--- src/source/cpu_bus_pkg.sv ---
// Memory bus definitions of the 4-bit CPU
// Data nibble type, pointer width and default address width
package cpu_bus_pkg;

	localparam int NIBBLE_W = 4;

	// Width of the pointer formed by r6, r5 and r4
	localparam int PTR_W = 12;

	// Address bus width unless the top level overrides it
	localparam int DEF_ADDR_W = 11;

	typedef logic [NIBBLE_W-1:0] nibble_t;

endpackage

--- src/source/cpu_isa_pkg.sv ---
// Instruction set of the 4-bit CPU
// Opcodes, option codes, ALU operations, flag positions and instruction layout
package cpu_isa_pkg;

	typedef enum logic [3:0] {
		OP_MOV      = 4'b0000,
		OP_STO      = 4'b0001,
		OP_LD       = 4'b0010,
		OP_ADD_INC  = 4'b0011,
		OP_ADC      = 4'b0100,
		OP_SUB_DEC  = 4'b0101,
		OP_SBB      = 4'b0110,
		OP_SHLR     = 4'b0111,
		OP_NAND_NOR = 4'b1000,
		OP_AND_OR   = 4'b1001,
		OP_XOR_NOT  = 4'b1010,
		OP_JMP      = 4'b1011,
		OP_JNZ      = 4'b1100,
		OP_JNC_JNB  = 4'b1101,
		OP_JNL      = 4'b1110,
		OP_LDI      = 4'b1111
	} opcode_e;

	// Option field values that select the second form of an opcode
	localparam logic [1:0] OPT_SHR = 2'b01;
	localparam logic [1:0] OPT_ALT = 2'b10;   // INC, NOR, OR, NOT, JNB
	localparam logic [1:0] OPT_DEC = 2'b11;

	typedef enum logic [3:0] {
		ALU_ADD  = 4'b0000,
		ALU_ADC  = 4'b0001,
		ALU_SUB  = 4'b0010,
		ALU_SBB  = 4'b0011,
		ALU_SHL  = 4'b0100,
		ALU_SHR  = 4'b0101,
		ALU_AND  = 4'b0110,
		ALU_OR   = 4'b0111,
		ALU_NOT  = 4'b1000,
		ALU_XOR  = 4'b1001,
		ALU_NAND = 4'b1010,
		ALU_NOR  = 4'b1011
	} alu_op_e;

	typedef struct packed {
		opcode_e    opcode;
		logic [1:0] option;
		logic [2:0] arg1;
		logic [2:0] arg2;
	} instr_reg_t;

	typedef struct packed {
		opcode_e    opcode;
		logic [3:0] imm;
		logic       spare;
		logic [2:0] dst;
	} instr_imm_t;

	typedef union packed {
		instr_reg_t reg_view;
		instr_imm_t imm_view;   // Only for LDI
	} instr_u;

	localparam int FLAG_C = 0;
	localparam int FLAG_B = 1;
	localparam int FLAG_Z = 2;
	localparam int FLAG_N = 3;

	localparam logic [2:0] REG_FLAGS = 3'd3;
	localparam logic [2:0] REG_PTR0  = 3'd4;
	localparam logic [2:0] REG_PTR1  = 3'd5;
	localparam logic [2:0] REG_PTR2  = 3'd6;

endpackage

--- src/source/cpu_alu.sv ---
// 4-bit ALU of the CPU
// Combinational result and C, B, Z, N flags, carry and borrow in from flags
`timescale 1ns/1ns

module cpu_alu (
	input  cpu_isa_pkg::alu_op_e op_i,
	input  cpu_bus_pkg::nibble_t a_i,
	input  cpu_bus_pkg::nibble_t b_i,
	input  cpu_bus_pkg::nibble_t flags_i,
	input  logic                 one_b_i,
	output cpu_bus_pkg::nibble_t result_o,
	output cpu_bus_pkg::nibble_t flags_o
);
	import cpu_isa_pkg::*;
	import cpu_bus_pkg::*;

	nibble_t    b_eff;
	logic       carry_in;
	logic       borrow_in;
	logic [4:0] sum;
	logic [4:0] diff;
	logic       carry;
	logic       borrow;

	assign b_eff = one_b_i ? 4'd1 : b_i;   // INC and DEC
	assign carry_in = (op_i == ALU_ADC) && flags_i[FLAG_C];
	assign borrow_in = (op_i == ALU_SBB) && flags_i[FLAG_B];
	assign sum = {1'b0, a_i} + {1'b0, b_eff} + {4'b0, carry_in};
	assign diff = {1'b0, a_i} - {1'b0, b_eff} - {4'b0, borrow_in};

	always_comb begin
		result_o = sum[3:0];
		carry = 1'b0;
		borrow = 1'b0;
		case (op_i)
			ALU_ADD, ALU_ADC: begin
				result_o = sum[3:0];
				carry = sum[4];
			end
			ALU_SUB, ALU_SBB: begin
				result_o = diff[3:0];
				borrow = diff[4];
			end
			ALU_SHL: {carry, result_o} = {a_i, 1'b0};
			ALU_SHR: {result_o, carry} = {1'b0, a_i};
			ALU_AND: result_o = a_i & b_eff;
			ALU_OR: result_o = a_i | b_eff;
			ALU_XOR: result_o = a_i ^ b_eff;
			ALU_NOT: result_o = ~a_i;
			ALU_NAND: result_o = ~(a_i & b_eff);
			ALU_NOR: result_o = ~(a_i | b_eff);
			default: ;
		endcase
	end

	always_comb begin
		flags_o = '0;
		flags_o[FLAG_C] = carry;
		flags_o[FLAG_B] = borrow;
		flags_o[FLAG_Z] = (result_o == 4'd0);
		flags_o[FLAG_N] = result_o[3];
	end

endmodule

--- src/source/cpu_reg_file.sv ---
// Register file of the 4-bit CPU
// Eight nibbles, r3 holds the flags and r6..r4 form the memory pointer
`timescale 1ns/1ns

module cpu_reg_file (
	input  logic                          clk,
	input  logic                          rst_n,
	input  logic [2:0]                    rd_addr_a_i,
	input  logic [2:0]                    rd_addr_b_i,
	output cpu_bus_pkg::nibble_t          rd_data_a_o,
	output cpu_bus_pkg::nibble_t          rd_data_b_o,
	input  logic                          wr_en_i,
	input  logic [2:0]                    wr_addr_i,
	input  cpu_bus_pkg::nibble_t          wr_data_i,
	input  logic                          flags_we_i,
	input  cpu_bus_pkg::nibble_t          flags_i,
	output cpu_bus_pkg::nibble_t          flags_o,
	output logic [cpu_bus_pkg::PTR_W-1:0] ptr_o
);
	import cpu_isa_pkg::*;
	import cpu_bus_pkg::*;

	nibble_t regs_q [8];

	always_ff @(posedge clk) begin
		if (rst_n) begin
			for (int i = 0; i < 8; i++)
				regs_q[i] <= '0;
		end else begin
			if (wr_en_i)
				regs_q[wr_addr_i] <= wr_data_i;
			if (flags_we_i)
				regs_q[REG_FLAGS] <= flags_i;   // Flags win over a result to r3
		end
	end

	assign rd_data_a_o = regs_q[rd_addr_a_i];
	assign rd_data_b_o = regs_q[rd_addr_b_i];
	assign flags_o = regs_q[REG_FLAGS];

	// Full 12 bits, the sequencer cuts to the address width
	assign ptr_o = {regs_q[REG_PTR2], regs_q[REG_PTR1], regs_q[REG_PTR0]};

endmodule

--- src/source/cpu_sequencer.sv ---
// Instruction sequencer of the 4-bit CPU
// Fetches three nibbles per instruction, decodes them, drives register writes,
// the program counter and the valid/ready memory bus
`timescale 1ns/1ns

module cpu_sequencer #(
	parameter int ADDR_W = cpu_bus_pkg::DEF_ADDR_W
) (
	input  logic                             clk,
	input  logic                             rst_n,
	output logic                             mem_req_valid_o,
	output logic                             mem_req_we_o,
	output logic [ADDR_W-1:0]                mem_req_addr_o,
	output cpu_bus_pkg::nibble_t             mem_req_wdata_o,
	input  logic                             mem_req_ready_i,
	input  logic                             mem_rsp_valid_i,
	input  cpu_bus_pkg::nibble_t             mem_rsp_data_i,
	output logic [2:0]                       rd_addr_a_o,
	output logic [2:0]                       rd_addr_b_o,
	input  cpu_bus_pkg::nibble_t             rd_data_a_i,
	input  cpu_bus_pkg::nibble_t             rd_data_b_i,
	output logic                             wr_en_o,
	output logic [2:0]                       wr_addr_o,
	output cpu_bus_pkg::nibble_t             wr_data_o,
	output logic                             flags_we_o,
	output cpu_bus_pkg::nibble_t             flags_o,
	input  cpu_bus_pkg::nibble_t             flags_i,
	input  logic [cpu_bus_pkg::PTR_W-1:0]    ptr_i,
	output cpu_isa_pkg::alu_op_e             alu_op_o,
	output logic                             alu_one_b_o,
	input  cpu_bus_pkg::nibble_t             alu_result_i,
	input  cpu_bus_pkg::nibble_t             alu_flags_i
);
	import cpu_isa_pkg::*;
	import cpu_bus_pkg::*;

	typedef enum logic [2:0] {
		ST_FETCH0,
		ST_FETCH1,
		ST_FETCH2,
		ST_EXEC,
		ST_MEM
	} state_e;

	state_e            state_q;
	logic              wait_rsp_q;   // Read accepted, response still due
	instr_u            instr_q;
	logic [ADDR_W-1:0] pc_q;

	opcode_e           opcode;
	logic [1:0]        option;
	logic [2:0]        arg1;
	logic [2:0]        arg2;
	logic [2:0]        dst;
	logic              is_alu;
	logic              jump_taken;
	logic              in_fetch;
	logic              fetch_issue;
	logic              mem_issue;
	logic              req_done;
	logic              rsp_done;
	logic [ADDR_W-1:0] ptr_addr;

	assign opcode = instr_q.reg_view.opcode;
	assign option = instr_q.reg_view.option;
	assign arg1 = instr_q.reg_view.arg1;
	assign arg2 = instr_q.reg_view.arg2;
	assign ptr_addr = ptr_i[ADDR_W-1:0];

	assign in_fetch = (state_q == ST_FETCH0) || (state_q == ST_FETCH1) || (state_q == ST_FETCH2);
	assign fetch_issue = in_fetch && !mem_req_valid_o && !wait_rsp_q;
	assign mem_issue = (state_q == ST_EXEC) && ((opcode == OP_LD) || (opcode == OP_STO));
	assign req_done = mem_req_valid_o && mem_req_ready_i;
	assign rsp_done = wait_rsp_q && mem_rsp_valid_i;

	// Operand selection, ALU operation and destination
	always_comb begin
		rd_addr_a_o = arg1;
		rd_addr_b_o = arg2;
		alu_op_o = ALU_ADD;
		alu_one_b_o = 1'b0;
		is_alu = 1'b1;
		dst = arg1;
		case (opcode)
			OP_ADD_INC: begin
				if (option == OPT_ALT) begin   // INC
					rd_addr_a_o = arg2;
					alu_one_b_o = 1'b1;
					dst = arg2;
				end
			end
			OP_ADC: alu_op_o = ALU_ADC;
			OP_SUB_DEC: begin
				alu_op_o = ALU_SUB;
				if (option == OPT_DEC) begin
					rd_addr_a_o = arg2;
					alu_one_b_o = 1'b1;
					dst = arg2;
				end
			end
			OP_SBB: alu_op_o = ALU_SBB;
			OP_SHLR: begin
				alu_op_o = (option == OPT_SHR) ? ALU_SHR : ALU_SHL;
				rd_addr_a_o = arg2;
				dst = arg2;
			end
			OP_NAND_NOR: alu_op_o = (option == OPT_ALT) ? ALU_NOR : ALU_NAND;
			OP_AND_OR: alu_op_o = (option == OPT_ALT) ? ALU_OR : ALU_AND;
			OP_XOR_NOT: begin
				if (option == OPT_ALT) begin
					alu_op_o = ALU_NOT;
					rd_addr_a_o = arg2;
					dst = arg2;
				end else begin
					alu_op_o = ALU_XOR;
				end
			end
			OP_MOV, OP_LD: begin
				is_alu = 1'b0;
				dst = arg2;
			end
			OP_LDI: begin
				is_alu = 1'b0;
				dst = instr_q.imm_view.dst;
			end
			default: is_alu = 1'b0;   // STO and jumps
		endcase
	end

	always_comb begin
		case (opcode)
			OP_JMP: jump_taken = 1'b1;
			OP_JNZ: jump_taken = !flags_i[FLAG_Z];
			OP_JNC_JNB: jump_taken = (option == OPT_ALT) ? !flags_i[FLAG_B] : !flags_i[FLAG_C];
			OP_JNL: jump_taken = !flags_i[FLAG_N];
			default: jump_taken = 1'b0;
		endcase
	end

	// Register write port, LD result lands on its response
	always_comb begin
		wr_en_o = 1'b0;
		wr_addr_o = dst;
		wr_data_o = alu_result_i;
		if (state_q == ST_EXEC) begin
			case (opcode)
				OP_MOV: begin
					wr_en_o = 1'b1;
					wr_data_o = rd_data_a_i;
				end
				OP_LDI: begin
					wr_en_o = 1'b1;
					wr_data_o = instr_q.imm_view.imm;
				end
				default: wr_en_o = is_alu;
			endcase
		end else if ((state_q == ST_MEM) && rsp_done) begin
			wr_en_o = 1'b1;
			wr_data_o = mem_rsp_data_i;
		end
	end

	assign flags_we_o = (state_q == ST_EXEC) && is_alu;
	assign flags_o = alu_flags_i;

	always_ff @(posedge clk) begin
		if (rst_n) begin
			state_q <= ST_FETCH0;
			wait_rsp_q <= 1'b0;
			pc_q <= '0;
			mem_req_valid_o <= 1'b0;
			mem_req_we_o <= 1'b0;
		end else begin
			case (state_q)
				ST_FETCH0, ST_FETCH1, ST_FETCH2: begin
					if (fetch_issue)
						mem_req_valid_o <= 1'b1;
					if (req_done) begin
						mem_req_valid_o <= 1'b0;
						wait_rsp_q <= 1'b1;
					end
					if (rsp_done) begin
						wait_rsp_q <= 1'b0;
						pc_q <= pc_q + 1'b1;
						case (state_q)
							ST_FETCH0: state_q <= ST_FETCH1;
							ST_FETCH1: state_q <= ST_FETCH2;
							default: state_q <= ST_EXEC;
						endcase
					end
				end
				ST_EXEC: begin
					if (mem_issue) begin
						mem_req_valid_o <= 1'b1;
						mem_req_we_o <= (opcode == OP_STO);
						state_q <= ST_MEM;
					end else begin
						if (jump_taken)
							pc_q <= ptr_addr;
						state_q <= ST_FETCH0;
					end
				end
				ST_MEM: begin
					if (req_done) begin
						mem_req_valid_o <= 1'b0;
						mem_req_we_o <= 1'b0;
						if (mem_req_we_o)
							state_q <= ST_FETCH0;   // Write done on handshake
						else
							wait_rsp_q <= 1'b1;
					end
					if (rsp_done) begin
						wait_rsp_q <= 1'b0;
						state_q <= ST_FETCH0;
					end
				end
				default: state_q <= ST_FETCH0;
			endcase
		end
	end

	// Request payload and instruction nibbles
	always_ff @(posedge clk) begin
		if (fetch_issue) begin
			mem_req_addr_o <= pc_q;
		end else if (mem_issue) begin
			mem_req_addr_o <= ptr_addr;
			mem_req_wdata_o <= rd_data_b_i;
		end
		if (rsp_done) begin
			case (state_q)
				ST_FETCH0: instr_q[11:8] <= mem_rsp_data_i;
				ST_FETCH1: instr_q[7:4] <= mem_rsp_data_i;
				ST_FETCH2: instr_q[3:0] <= mem_rsp_data_i;
				default: ;
			endcase
		end
	end

endmodule

--- src/source/cpu_top.sv ---
// 4-bit multicycle CPU top level
// Connects sequencer, register file and ALU, and exposes the memory bus
`timescale 1ns/1ns

module cpu_top #(
	parameter int ADDR_W = cpu_bus_pkg::DEF_ADDR_W
) (
	input  logic                 clk,
	input  logic                 rst_n,
	output logic                 mem_req_valid_o,
	output logic                 mem_req_we_o,
	output logic [ADDR_W-1:0]    mem_req_addr_o,
	output cpu_bus_pkg::nibble_t mem_req_wdata_o,
	input  logic                 mem_req_ready_i,
	input  logic                 mem_rsp_valid_i,
	input  cpu_bus_pkg::nibble_t mem_rsp_data_i
);
	import cpu_isa_pkg::*;
	import cpu_bus_pkg::*;

	logic [2:0]       rd_addr_a;
	logic [2:0]       rd_addr_b;
	nibble_t          rd_data_a;
	nibble_t          rd_data_b;
	logic             wr_en;
	logic [2:0]       wr_addr;
	nibble_t          wr_data;
	logic             flags_we;
	nibble_t          flags_new;
	nibble_t          flags_cur;
	logic [PTR_W-1:0] ptr;
	alu_op_e          alu_op;
	logic             alu_one_b;
	nibble_t          alu_result;
	nibble_t          alu_flags;

	cpu_sequencer #(
		.ADDR_W(ADDR_W)
	) seq_i (
		.clk(clk),
		.rst_n(rst_n),
		.mem_req_valid_o(mem_req_valid_o),
		.mem_req_we_o(mem_req_we_o),
		.mem_req_addr_o(mem_req_addr_o),
		.mem_req_wdata_o(mem_req_wdata_o),
		.mem_req_ready_i(mem_req_ready_i),
		.mem_rsp_valid_i(mem_rsp_valid_i),
		.mem_rsp_data_i(mem_rsp_data_i),
		.rd_addr_a_o(rd_addr_a),
		.rd_addr_b_o(rd_addr_b),
		.rd_data_a_i(rd_data_a),
		.rd_data_b_i(rd_data_b),
		.wr_en_o(wr_en),
		.wr_addr_o(wr_addr),
		.wr_data_o(wr_data),
		.flags_we_o(flags_we),
		.flags_o(flags_new),
		.flags_i(flags_cur),
		.ptr_i(ptr),
		.alu_op_o(alu_op),
		.alu_one_b_o(alu_one_b),
		.alu_result_i(alu_result),
		.alu_flags_i(alu_flags)
	);

	cpu_reg_file regs_i (
		.clk(clk),
		.rst_n(rst_n),
		.rd_addr_a_i(rd_addr_a),
		.rd_addr_b_i(rd_addr_b),
		.rd_data_a_o(rd_data_a),
		.rd_data_b_o(rd_data_b),
		.wr_en_i(wr_en),
		.wr_addr_i(wr_addr),
		.wr_data_i(wr_data),
		.flags_we_i(flags_we),
		.flags_i(flags_new),
		.flags_o(flags_cur),
		.ptr_o(ptr)
	);

	cpu_alu alu_i (
		.op_i(alu_op),
		.a_i(rd_data_a),
		.b_i(rd_data_b),
		.flags_i(flags_cur),
		.one_b_i(alu_one_b),
		.result_o(alu_result),
		.flags_o(alu_flags)
	);

endmodule

--- config.mk ---
export PLATFORM = sky130hd
export DESIGN_NAME = cpu_top
export DESIGN_NICKNAME = d
export VERILOG_FILES = /design/src/source/cpu_bus_pkg.sv /design/src/source/cpu_isa_pkg.sv /design/src/source/cpu_alu.sv /design/src/source/cpu_reg_file.sv /design/src/source/cpu_sequencer.sv /design/src/source/cpu_top.sv
export SDC_FILE = /design/constraint.sdc
export NUM_CORES = 1
export LEC_CHECK = 0
export ABC_AREA = 1
export ABC_CLOCK_PERIOD_IN_PS = 9100
export BUFFER_PORTS_ARGS = -buffer_cell sky130_fd_sc_hd__buf_2
export CAP_MARGIN = 0
export CELL_PAD_IN_SITES_DETAIL_PLACEMENT = 2
export CELL_PAD_IN_SITES_GLOBAL_PLACEMENT = 2
export CORE_MARGIN = 2
export CORE_UTILIZATION = 39
export DETAILED_ROUTE_END_ITERATION = 8
export PLACE_DENSITY_LB_ADDON = 0.1
export SLEW_MARGIN = 25
export SYNTH_ARGS = -nofsm -noshare
export SYNTH_HDL_FRONTEND = slang
export SYNTH_SLANG_ARGS = --single-unit
export TNS_END_PERCENT = 20
--- constraint.sdc ---
create_clock -name clk -period 9.1 [get_ports clk]
set_clock_uncertainty 0.15 [all_clocks]
set_input_delay 0.455 -clock clk [delete_from_list [all_inputs] [get_ports clk]]
set_output_delay 0.455 -clock clk [all_outputs]
set_load 0.02 [all_outputs]
==> results.md, run 1 <==
* Gr usage total at approximately 30%
* Slew of the pin with the lowest slew margin at approximately 0.78 ns
* Reg2Reg Depth at 25
* Ant diodes at 0
* Final setup fails at 0
* Post-synth EDFFs at between 50 and 60
* Num rows at 43
* Peak VDD IR at 0.09984 mV
* Startpoint class of the critical path: flop
* Synth warn at 0
* Relative slew slack at approximately half
* Arr. time, crit path at 4.58 ns
* Placed cell count at around 930
* Max Freq at 216.1 MHz
* Register area share after synthesis at between 30% and 40%
* Hold Buf Count CTS at 0
* Num CTS Buffers at 9
* DRT iter0 DRCs at between 300 and 400
* Overflow after GRT at 0
* RR Endpoint: regs_i.regs_q[4][2]$_SDFFCE_PN0P_
* Die W at approximately 120 um
* CTS sink count at 79
* Cell Area, Synth at 0.005463 sq mm
* Pleak at 2.597 nW
* Mapped Avg Cell Area at 7.422 sq um
* Met1 Wirelength at between 9 and 10 mm
* WHS Endpoint: seq_i.instr_q[3]$_DFFE_PP_
* First-pass GRT wire length at approximately 34 mm
* Hold path startpoint: mem_rsp_data_i[3]
* Post-synth top flop: edfxtp_1
* Design area at 0.006046 sq mm
* DRT Pass-1 Iters at 4
* Die area at 0.01497 sq mm
* Fin. max-slew vios at 0
* Share of cells above drive strength 1 at between 10% and 20%
* Final setup TNS at 0 ns
* Fin cells at 943
* Net Count, Synth at ~760
* Vias in the first global route at a little under 6000
* Async SR Flop Fraction at 0%
* Worst min path class: in -> reg
* Post-cts sizing count at 0
* Fillcell total at roughly 1600
* Commonest non-fill, non-tap cell in the layout: nand2_1
* Dpl hpwl at roughly 16 mm
* DR WL/cell at between 20 and 25 um
* Setup slack, reg-to-reg at 4.47 ns
* Critical path class: reg -> reg
* Die Y at approximately 120 um
* Unrepaired setup endpoints after global routing: false
* Largest net degree at the start of global routing at 26
* Final period utilization at 50.85%
* Hold path depth at 1
* Clk_lat worst skew at between 0.3 and 0.4 ns
* Drt total wl at approximately 22 mm
* Max Cap Viol at 0
* Largest fanout on the critical path at 9
* Final Hold Viols at 0
* PortBufs at 24
* Synth Instances at about 740
* Commonest non-fill, non-tap cells in the layout: 157 x nand2_1, 103 x inv_1, 91 x nor2_1
* Ports at 25
* Worst-path clk slew at 0.06 ns
* Post-CTS Setup Inserts at 0
* CP Capture Type: flop
* H-tree depth at 3
* Vias per cell at between 5 and 6
* Required @ worst endpoint at between 9 and 10 ns
* Pwr dens at about 160 mW/mm^2
* CORE AREA at 0.01377 sq mm
* CTS max path bufs at 2
* Min Clock Period, post-route at 4.627 ns
* Root Driver: clkbuf_16
* Fin nets at 783
* Remaining DRCs at 0
* Met2 routed WL at 10.95 mm
* Gpl congestion at a little under 1
* Yosys cell types at 41
* Top layer in use: met4
* Met3 wire len at 736 um
* Initial antenna violation count at 0
* Final ANT Viol Nets at 0
* Status: finished, final reports clean
* Critical R2R Launch: seq_i.instr_q[7]$_DFFE_PP_
* CTS tree: built
* Starting Density at 39.66%
* Area after DPL at ~0.0058 sq mm
* Layout area overhead at 10.67%
* Vias at 5417
* Synth Register Bits at slightly below 80
state kept, by name, summed over array words and instances (netlist names), named ones only:
name                   cells
seq_i.mem_req_we_o         1
seq_i.instr_q             12
seq_i.mem_req_addr_o      11
regs_i.regs_q             32
seq_i.mem_req_valid_o      1
seq_i.mem_req_wdata_o      4
seq_i.wait_rsp_q           1
seq_i.state_q              3
seq_i.pc_q                11
synthesized netlist by cell type (7+ instances only):
cell        n  area share, %
a21oi_1    45            4.1
clkbuf_1   12           0.82
dfxtp_1    20            7.3
edfxtp_1   59             32
ha_1       13            3.0
inv_1     103            7.1
nand2_1   157             11
nand2_2    15            1.7
nand3_1    57            5.2
nor2_1     91            6.3
nor3_1     12            1.1
o211ai_1   15            2.1
o21ai_0    55            5.0
or2_2       7           0.80
worst max-delay path, stage by stage (launching register included):
cell      delay [ns]
edfxtp_1        0.48
inv_1           0.12
nor2_1          0.23
nor2_1          0.08
o21ai_0         0.18
nand2_1         0.18
o21bai_2        0.41
o211ai_1        0.19
nand3_1         0.17
nand2_2         0.13
fa_1            0.49
fa_1            0.42
inv_1           0.09
nor2_1          0.04
inv_1           0.07
a21oi_1         0.07
nor2_1          0.11
o211ai_1        0.09
nor2_1          0.09
nand2_1         0.06
inv_1           0.06
nand2_2         0.06
nand3_1         0.08
nand2_2         0.08
nand2_4         0.16
nor2_1          0.06
power breakdown:
| group | switching, mW | total (mW) | internal [mW] |
|---|---|---|---|
| combinational | 0.107 | 0.147 | 0.0399 |
| clock | 0.159 | 0.372 | 0.213 |
| sequential | 0.0122 | 0.419 | 0.407 |
cell type report:
type,count,area [sq um],area share (%)
clock inverter,5,57.56,0.9520
inverter,108,405.4,6.705
sequential,79,2172,35.93
timing repair buffer,26,135.1,2.235
tap,180,225.2,3.725
multi-input combinational,534,2818,46.61
clock buffer,11,232.7,3.849
through the flow:
step / power (mW) / setup slack, ns / hold WS, ns / util, %
finish: 0.9375 / 4.473 / 0.1927 / 43.90
CTS: 0.9385 / 4.510 / 0.1971 / 43.90
global route: 0.9685 / 4.174 / 0.1985 / 43.90
floorplan: 0.5177 / 5.333 / 0.3172 / -
detailed placement: 0.5692 / 4.514 / 0.3654 / 41.79
global placement: 0.5606 / 4.791 / 0.3241 / 41.74
how the worst max path moves through the flow:
| stage | from | endpoint |
|---|---|---|
| 3_3_place_gp | seq_i.instr_q[8]$_DFFE_PP_ | regs_i.regs_q[0][2]$_SDFFCE_PN0P_ |
| 4_1_cts | seq_i.instr_q[7]$_DFFE_PP_ | regs_i.regs_q[7][2]$_SDFFCE_PN0P_ |
| 3_5_place_dp | seq_i.instr_q[7]$_DFFE_PP_ | regs_i.regs_q[4][2]$_SDFFCE_PN0P_ |
| 2_1_floorplan | seq_i.instr_q[10]$_DFFE_PP_ | regs_i.regs_q[2][2]$_SDFFCE_PN0P_ |
| 5_1_grt | seq_i.instr_q[7]$_DFFE_PP_ | regs_i.regs_q[4][2]$_SDFFCE_PN0P_ |
| 6_report | seq_i.instr_q[7]$_DFFE_PP_ | regs_i.regs_q[4][2]$_SDFFCE_PN0P_ |
cell families after synthesis:
family	count (synthesis)	synth area share (%)
xor gates and xnor gates	2	0.3207
DFF	79	39.76
AOI/OAI and AO/OA	150	16.58
buffers and inverters	123	8.864
adders and majority gates	17	4.444
and+or+nand+nor	365	30.03
per-layer routing:
metal	vias up	global-route usage [%]
met3	42	4.414
met4	0	9.267
met2	140	53.54
met5	-	0
li1	2500	-
met1	2735	37.55
No activity file was read; power rests on OpenSTA's default activity.
==> run 2, diff against run 1 <==
Settings changed: ABC_CLOCK_PERIOD_IN_PS 9100 to 4200, CORE_UTILIZATION 39 to 33.
Clock period 9.1 ns to 4.2 ns, I/O delays scaled along.
==> results.md, run 2 (synthesized netlist as in run 1, its figures left out) <==
* Violated checks: hold timing
* PortBufs at 24
* Crit-path slowest cell: edfxtp_1
* Ant diodes at 0
* Commonest non-fill, non-tap cells in the layout: 152 x nand2_1, 99 x inv_1, 86 x nor2_1
* Peak VDD IR at 0.1981 mV
* DRT iter0 DRCs at ~270
* Top cell by count, worst path: nor2_1
* Slew of the pin with the lowest slew margin at between 0.7 and 0.8 ns
* Overflow after GRT at 0
* Initial antenna violation count at 0
* Relative slew slack at a little over half
* Unrepaired setup endpoints after global routing: true
* Largest fanout on the critical path at 7
* Largest Register: regs_i.regs_q
* Final Hold Viols at 3
* Drt total wl at 21.60 mm
* CTS max path bufs at 2
* Vias in the first global route at just under 6000
* Worst min path class: in -> reg
* Dpl hpwl at between 15 and 20 mm
* CTS tree: built
* Min Clock Period, post-route at between 4 and 5 ns
* First-pass GRT wire length at between 30 and 40 mm
* Hold path startpoint: mem_rsp_data_i[0]
* Status: finished, violations left
* Required @ worst endpoint at ~4.2 ns
* Fin. max-slew vios at 0
* Hold WS at -0.008076 ns
* Pwr dens at around 330 mW/mm^2
* Num CTS Buffers at 9
* Final ANT Viol Nets at 0
* Arr. time, crit path at 4.13 ns
* Max incr delay on CP at about 0.48 ns
* Max Cap Viol at 0
* Launch point of the worst path: seq_i.instr_q[11]$_DFFE_PP_
* Vias per cell at around 5.3
* Setup slack, reg-to-reg at 0.02 ns
* Commonest non-fill, non-tap cell in the layout: nand2_1
* Root Driver: clkbuf_16
* DR WL/cell at around 21 um
* Starting Density at between 30% and 40%
* Die W at roughly 130 um
* CP Capture Type: flop
* Critical path class: reg -> reg
* Final period utilization at 99.56%
* Vias at about 5500
* Startpoint class of the critical path: flop
* Gr usage total at around a quarter
* Fin nets at between 800 and 900
* Biggest regs: regs_i.regs_q: 32 flops, seq_i.instr_q: 12 flops
* Multi-input gate area at 0.002968 sq mm
* Max reg flops at 32
* Critical R2R Launch: seq_i.instr_q[11]$_DFFE_PP_
* Total design power at 2.164 mW
* Die area at 0.01760 sq mm
* H-tree depth at 3
* Worst-path clk slew at roughly 0.07 ns
* Pleak at between 2 and 3 nW
* Die Y at 132.7 um
* CTS sink count at 79
* Register Area at between 0.002 and 0.0025 sq mm
* Fillcell total at between 1500 and 2000
* Final setup fails at 0
* Largest net degree at the start of global routing at 26
* Remaining DRCs at 0
* Layout area overhead at 21.46%
* Gpl congestion at about 0.86
* CORE AREA at between 0.015 and 0.02 sq mm
* Clk_lat worst skew at about 0.35 ns
* Ports at 25
* Max Freq at roughly 240 MHz
* Num rows at between 40 and 50
* Share of cells above drive strength 1 at about a fifth
* DRT Pass-1 Iters at 4
[run 2: cell count changes in the layout (fill, tap and decap cells not counted), sizes merged]
cell,before,now
buf,26,67
bufinv,1,2
clkbuf,11,9
clkinvlp,2,1
dlygate4sd3,0,3
inv,108,110
o21ai,61,62
[run 2: final cells by class]
cell class | instances | share of cell area [%]
Tap cell | 220 | 4.149
Sequential cell | 79 | 32.74
Clock inverter | 7 | 1.697
Multi-Input combinational cell | 535 | 44.73
Inverter | 108 | 6.110
Clock buffer | 9 | 3.394
Timing Repair Buffer | 70 | 7.185
[run 2: worst max-delay path: cells and delay by family, from the launching register on]
kind,cells,cell delay (ns)
AO/OA/AOI/OAI,4,0.45
adder cells (fa/ha/maj),2,0.81
buffers and inverters,5,0.56
flip-flops,1,0.48
AND/OR/NAND/NOR,15,1.46
[run 2: power by group]
part | internal (mW) | switching, mW
registers | 0.880 | 0.0240
clock network | 0.535 | 0.368
logic | 0.114 | 0.243
total | 1.53 | 0.635
[run 2: final timing paths]
path / endpoint / depth (start not counted)
worst min-delay path: seq_i.instr_q[8]$_DFFE_PP_ / 1
worst max register to register: regs_i.regs_q[7][2]$_SDFFCE_PN0P_ / 26
worst min register to register: seq_i.mem_req_we_o$_SDFFE_PP0P_ / 2
worst max-delay path: regs_i.regs_q[7][2]$_SDFFCE_PN0P_ / 26
[run 2: what timing repair did]
item	in CTS	in global routing
hold buffers	2	1
endpoints found under the setup margin	15	24
cloned	1	0
setup buffers	7	9
resized for setup	3	37
endpoints found under the hold margin	6	3
pin swaps	5	19
[run 2: metal layers]
metal	vias to the layer above	routed length, um	global-route usage [%]
met5	-	0	0
met1	2784	10200	34.38
li1	2594	-	-
met3	17	561	2.490
met4	0	192	4.779
met2	74	10650	41.94
[run 2: metrics by stage]
stage	instances	util, %	TNS [ns]	setup slack, ns	area (sq um)
CTS	1018	39.08	0	0.01011	6411
floorplan	736	-	0	0.4331	5463
global placement	992	36.49	0	0.03729	5987
detailed placement	992	36.49	-0.9980	-0.1356	5987
global route	1028	40.44	-2.596	-0.1876	6635
finish	1028	40.44	0	0.01830	6635
==> run 3, diff against run 2 <==
Settings changed: CORE_MARGIN 2 to 4, CORE_UTILIZATION 33 to 34, CTS_BUF_LIST set to sky130_fd_sc_hd__clkbuf_8.
==> results.md, run 3 (synthesized netlist as in run 1, its figures left out) <==
* CORE AREA at 0.01583 sq mm
* Largest Register: regs_i.regs_q
* Die W at ~130 um
* Unrepaired setup endpoints after global routing: true
* CTS max path bufs at 2
* Fillcell total at about 1900
* Slew of the pin with the lowest slew margin at 0.8136 ns
* Pwr dens at between 200 and 300 mW/mm^2
* Busiest grt layer: met2
* GR Util met3 at under 10%
* Overflow after GRT at 0
* Drt total wl at between 20 and 25 mm
* Final ANT Viol Nets at 0
* Max incr delay on CP at approximately 0.45 ns
* Peak VDD IR at between 0.15 and 0.2 mV
* Pleak at about 3.0 nW
* Worst-path clk slew at roughly 0.10 ns
* Starting Density at about a third
* DRT iter0 DRCs at approximately 310
* Biggest regs: regs_i.regs_q: 32 flops, seq_i.instr_q: 12 flops
* Clk_lat worst skew at 0.39 ns
* Vias per cell at ~5.4
* Commonest non-fill, non-tap cells in the layout: 150 x nand2_1, 100 x inv_1, 85 x nor2_1
* H-tree depth at 3
* Num CTS Buffers at 9
* Worst min path class: in -> reg
* Largest fanout on the critical path at 11
* Ant diodes at 0
* Top cell by count, worst path: nand2_4
* Required @ worst endpoint at approximately 4.2 ns
* Critical R2R Launch: seq_i.instr_q[10]$_DFFE_PP_
* Root Driver: clkbuf_8
* Fin. max-slew vios at 0
* Dpl hpwl at between 15 and 20 mm
* Violated checks: setup timing
* Register Area at 0.002172 sq mm
* Min Clock Period, post-route at approximately 4.3 ns
* Final Util at roughly 43%
* Crit-path slowest cell: edfxtp_1
* Hold path depth at 2
* Met2 usage at between 40% and 50%
* Final period utilization at 102.5%
* Num rows at 46
* Critical path class: reg -> reg
* Max reg flops at 32
* Largest net degree at the start of global routing at 25
* Hold WS at ~0.08 ns
* PortBufs at 24
* Setup slack, reg-to-reg at -0.11 ns
* Final setup fails at 15
* Initial antenna violation count at 0
* Total design power at approximately 2.0 mW
* Final Hold Viols at 0
* DR WL/cell at about 23 um
* Relative slew slack at between 40% and 50%
* Vias in the first global route at 6007
* DRT Pass-1 Iters at 6
* Launch point of the worst path: seq_i.instr_q[10]$_DFFE_PP_
* Remaining DRCs at 0
* Layout area overhead at 23.73%
* CTS tree: built
* Die Y at between 100 and 150 um
* Share of cells above drive strength 1 at between 20 and 25%
* Gr usage total at between 20 and 25%
* Vias at 5682
* Max Freq at approximately 230 MHz
* Status: finished, violations left
* Commonest non-fill, non-tap cell in the layout: nand2_1
* CTS sink count at between 70 and 80
* Fin nets at about 860
* Die area at 0.01816 sq mm
* Max Cap Viol at 0
* Reg2Reg Depth at 29
* RR Endpoint: regs_i.regs_q[0][2]$_SDFFCE_PN0P_
* Startpoint class of the critical path: flop
* Setup WS post-layout at -0.1058 ns
* Gpl congestion at a little over 0.9
* Routing usage on met1 at between 30 and 40%
* CP Capture Type: flop
* Multi-input gate area at just under 0.003 sq mm
* Crit path to: regs_i.regs_q[0][2]$_SDFFCE_PN0P_
* Arr. time, crit path at ~4.3 ns
* First-pass GRT wire length at 34.24 mm
* Ports at 25
## run 3: final cells by class
| type | instances | share of cell area, % |
|---|---|---|
| Clock buffer | 9 | 1.833 |
| Tap cell | 216 | 3.999 |
| Clock inverter | 7 | 1.425 |
| Sequential cell | 79 | 32.14 |
| Multi-Input combinational cell | 534 | 43.72 |
| Inverter | 108 | 5.998 |
| Timing Repair Buffer | 102 | 10.88 |
## run 3: worst max-delay path, delay by kind of cell (launching register included)
family / cells / cell delay [ns]
AO/OA/AOI/OAI: 4 / 0.35
adder cells (fa/ha/maj): 2 / 0.80
buffers and inverters: 6 / 0.71
flip-flops: 1 / 0.45
AND/OR/NAND/NOR: 17 / 1.60
## run 3: repair_timing
item,in CTS,in global routing
hold buffers,4,0
pin swaps,8,32
setup endpoints to repair,22,24
resized for setup,6,37
setup buffers,9,20
hold endpoints to repair,14,0
## run 3: per-layer routing
metal,vias up,routed length [um]
met5,-,42
met4,2,522
met2,108,12470
met3,36,679
li1,2649,-
met1,2887,10180
## run 3: report_power, final
group	total [mW]	internal [mW]	leakage [nW]	switching [mW]
Clock	0.675	0.337	0.108	0.338
Sequential	0.903	0.880	0.754	0.0228
Combinational	0.376	0.125	2.12	0.251
## run 3: through the flow
stage	TNS, ns	std cells	cell area, sq um	setup slack (ns)
detailed placement	-2.085	1008	6145	-0.2040
CTS	-0.004539	1037	6496	-0.004539
finish	-0.8177	1055	6759	-0.1058
global route	-3.741	1055	6759	-0.2937
global placement	-0.2606	1008	6145	-0.04638
floorplan	0	736	5463	0.4331
## run 3: how the worst min path moves through the flow
stage	start	end	slack, ns
2_1_floorplan	mem_rsp_data_i[0]	seq_i.instr_q[0]$_DFFE_PP_	0.16
3_3_place_gp	mem_rsp_data_i[3]	seq_i.instr_q[11]$_DFFE_PP_	0.32
3_5_place_dp	mem_rsp_data_i[3]	seq_i.instr_q[11]$_DFFE_PP_	0.31
4_1_cts	rst_n	seq_i.mem_req_valid_o$_SDFFE_PP0P_	0.07
5_1_grt	rst_n	seq_i.state_q[2]$_SDFFE_PP0P_	0.09
6_report	rst_n	seq_i.state_q[1]$_SDFFE_PP0P_	0.08
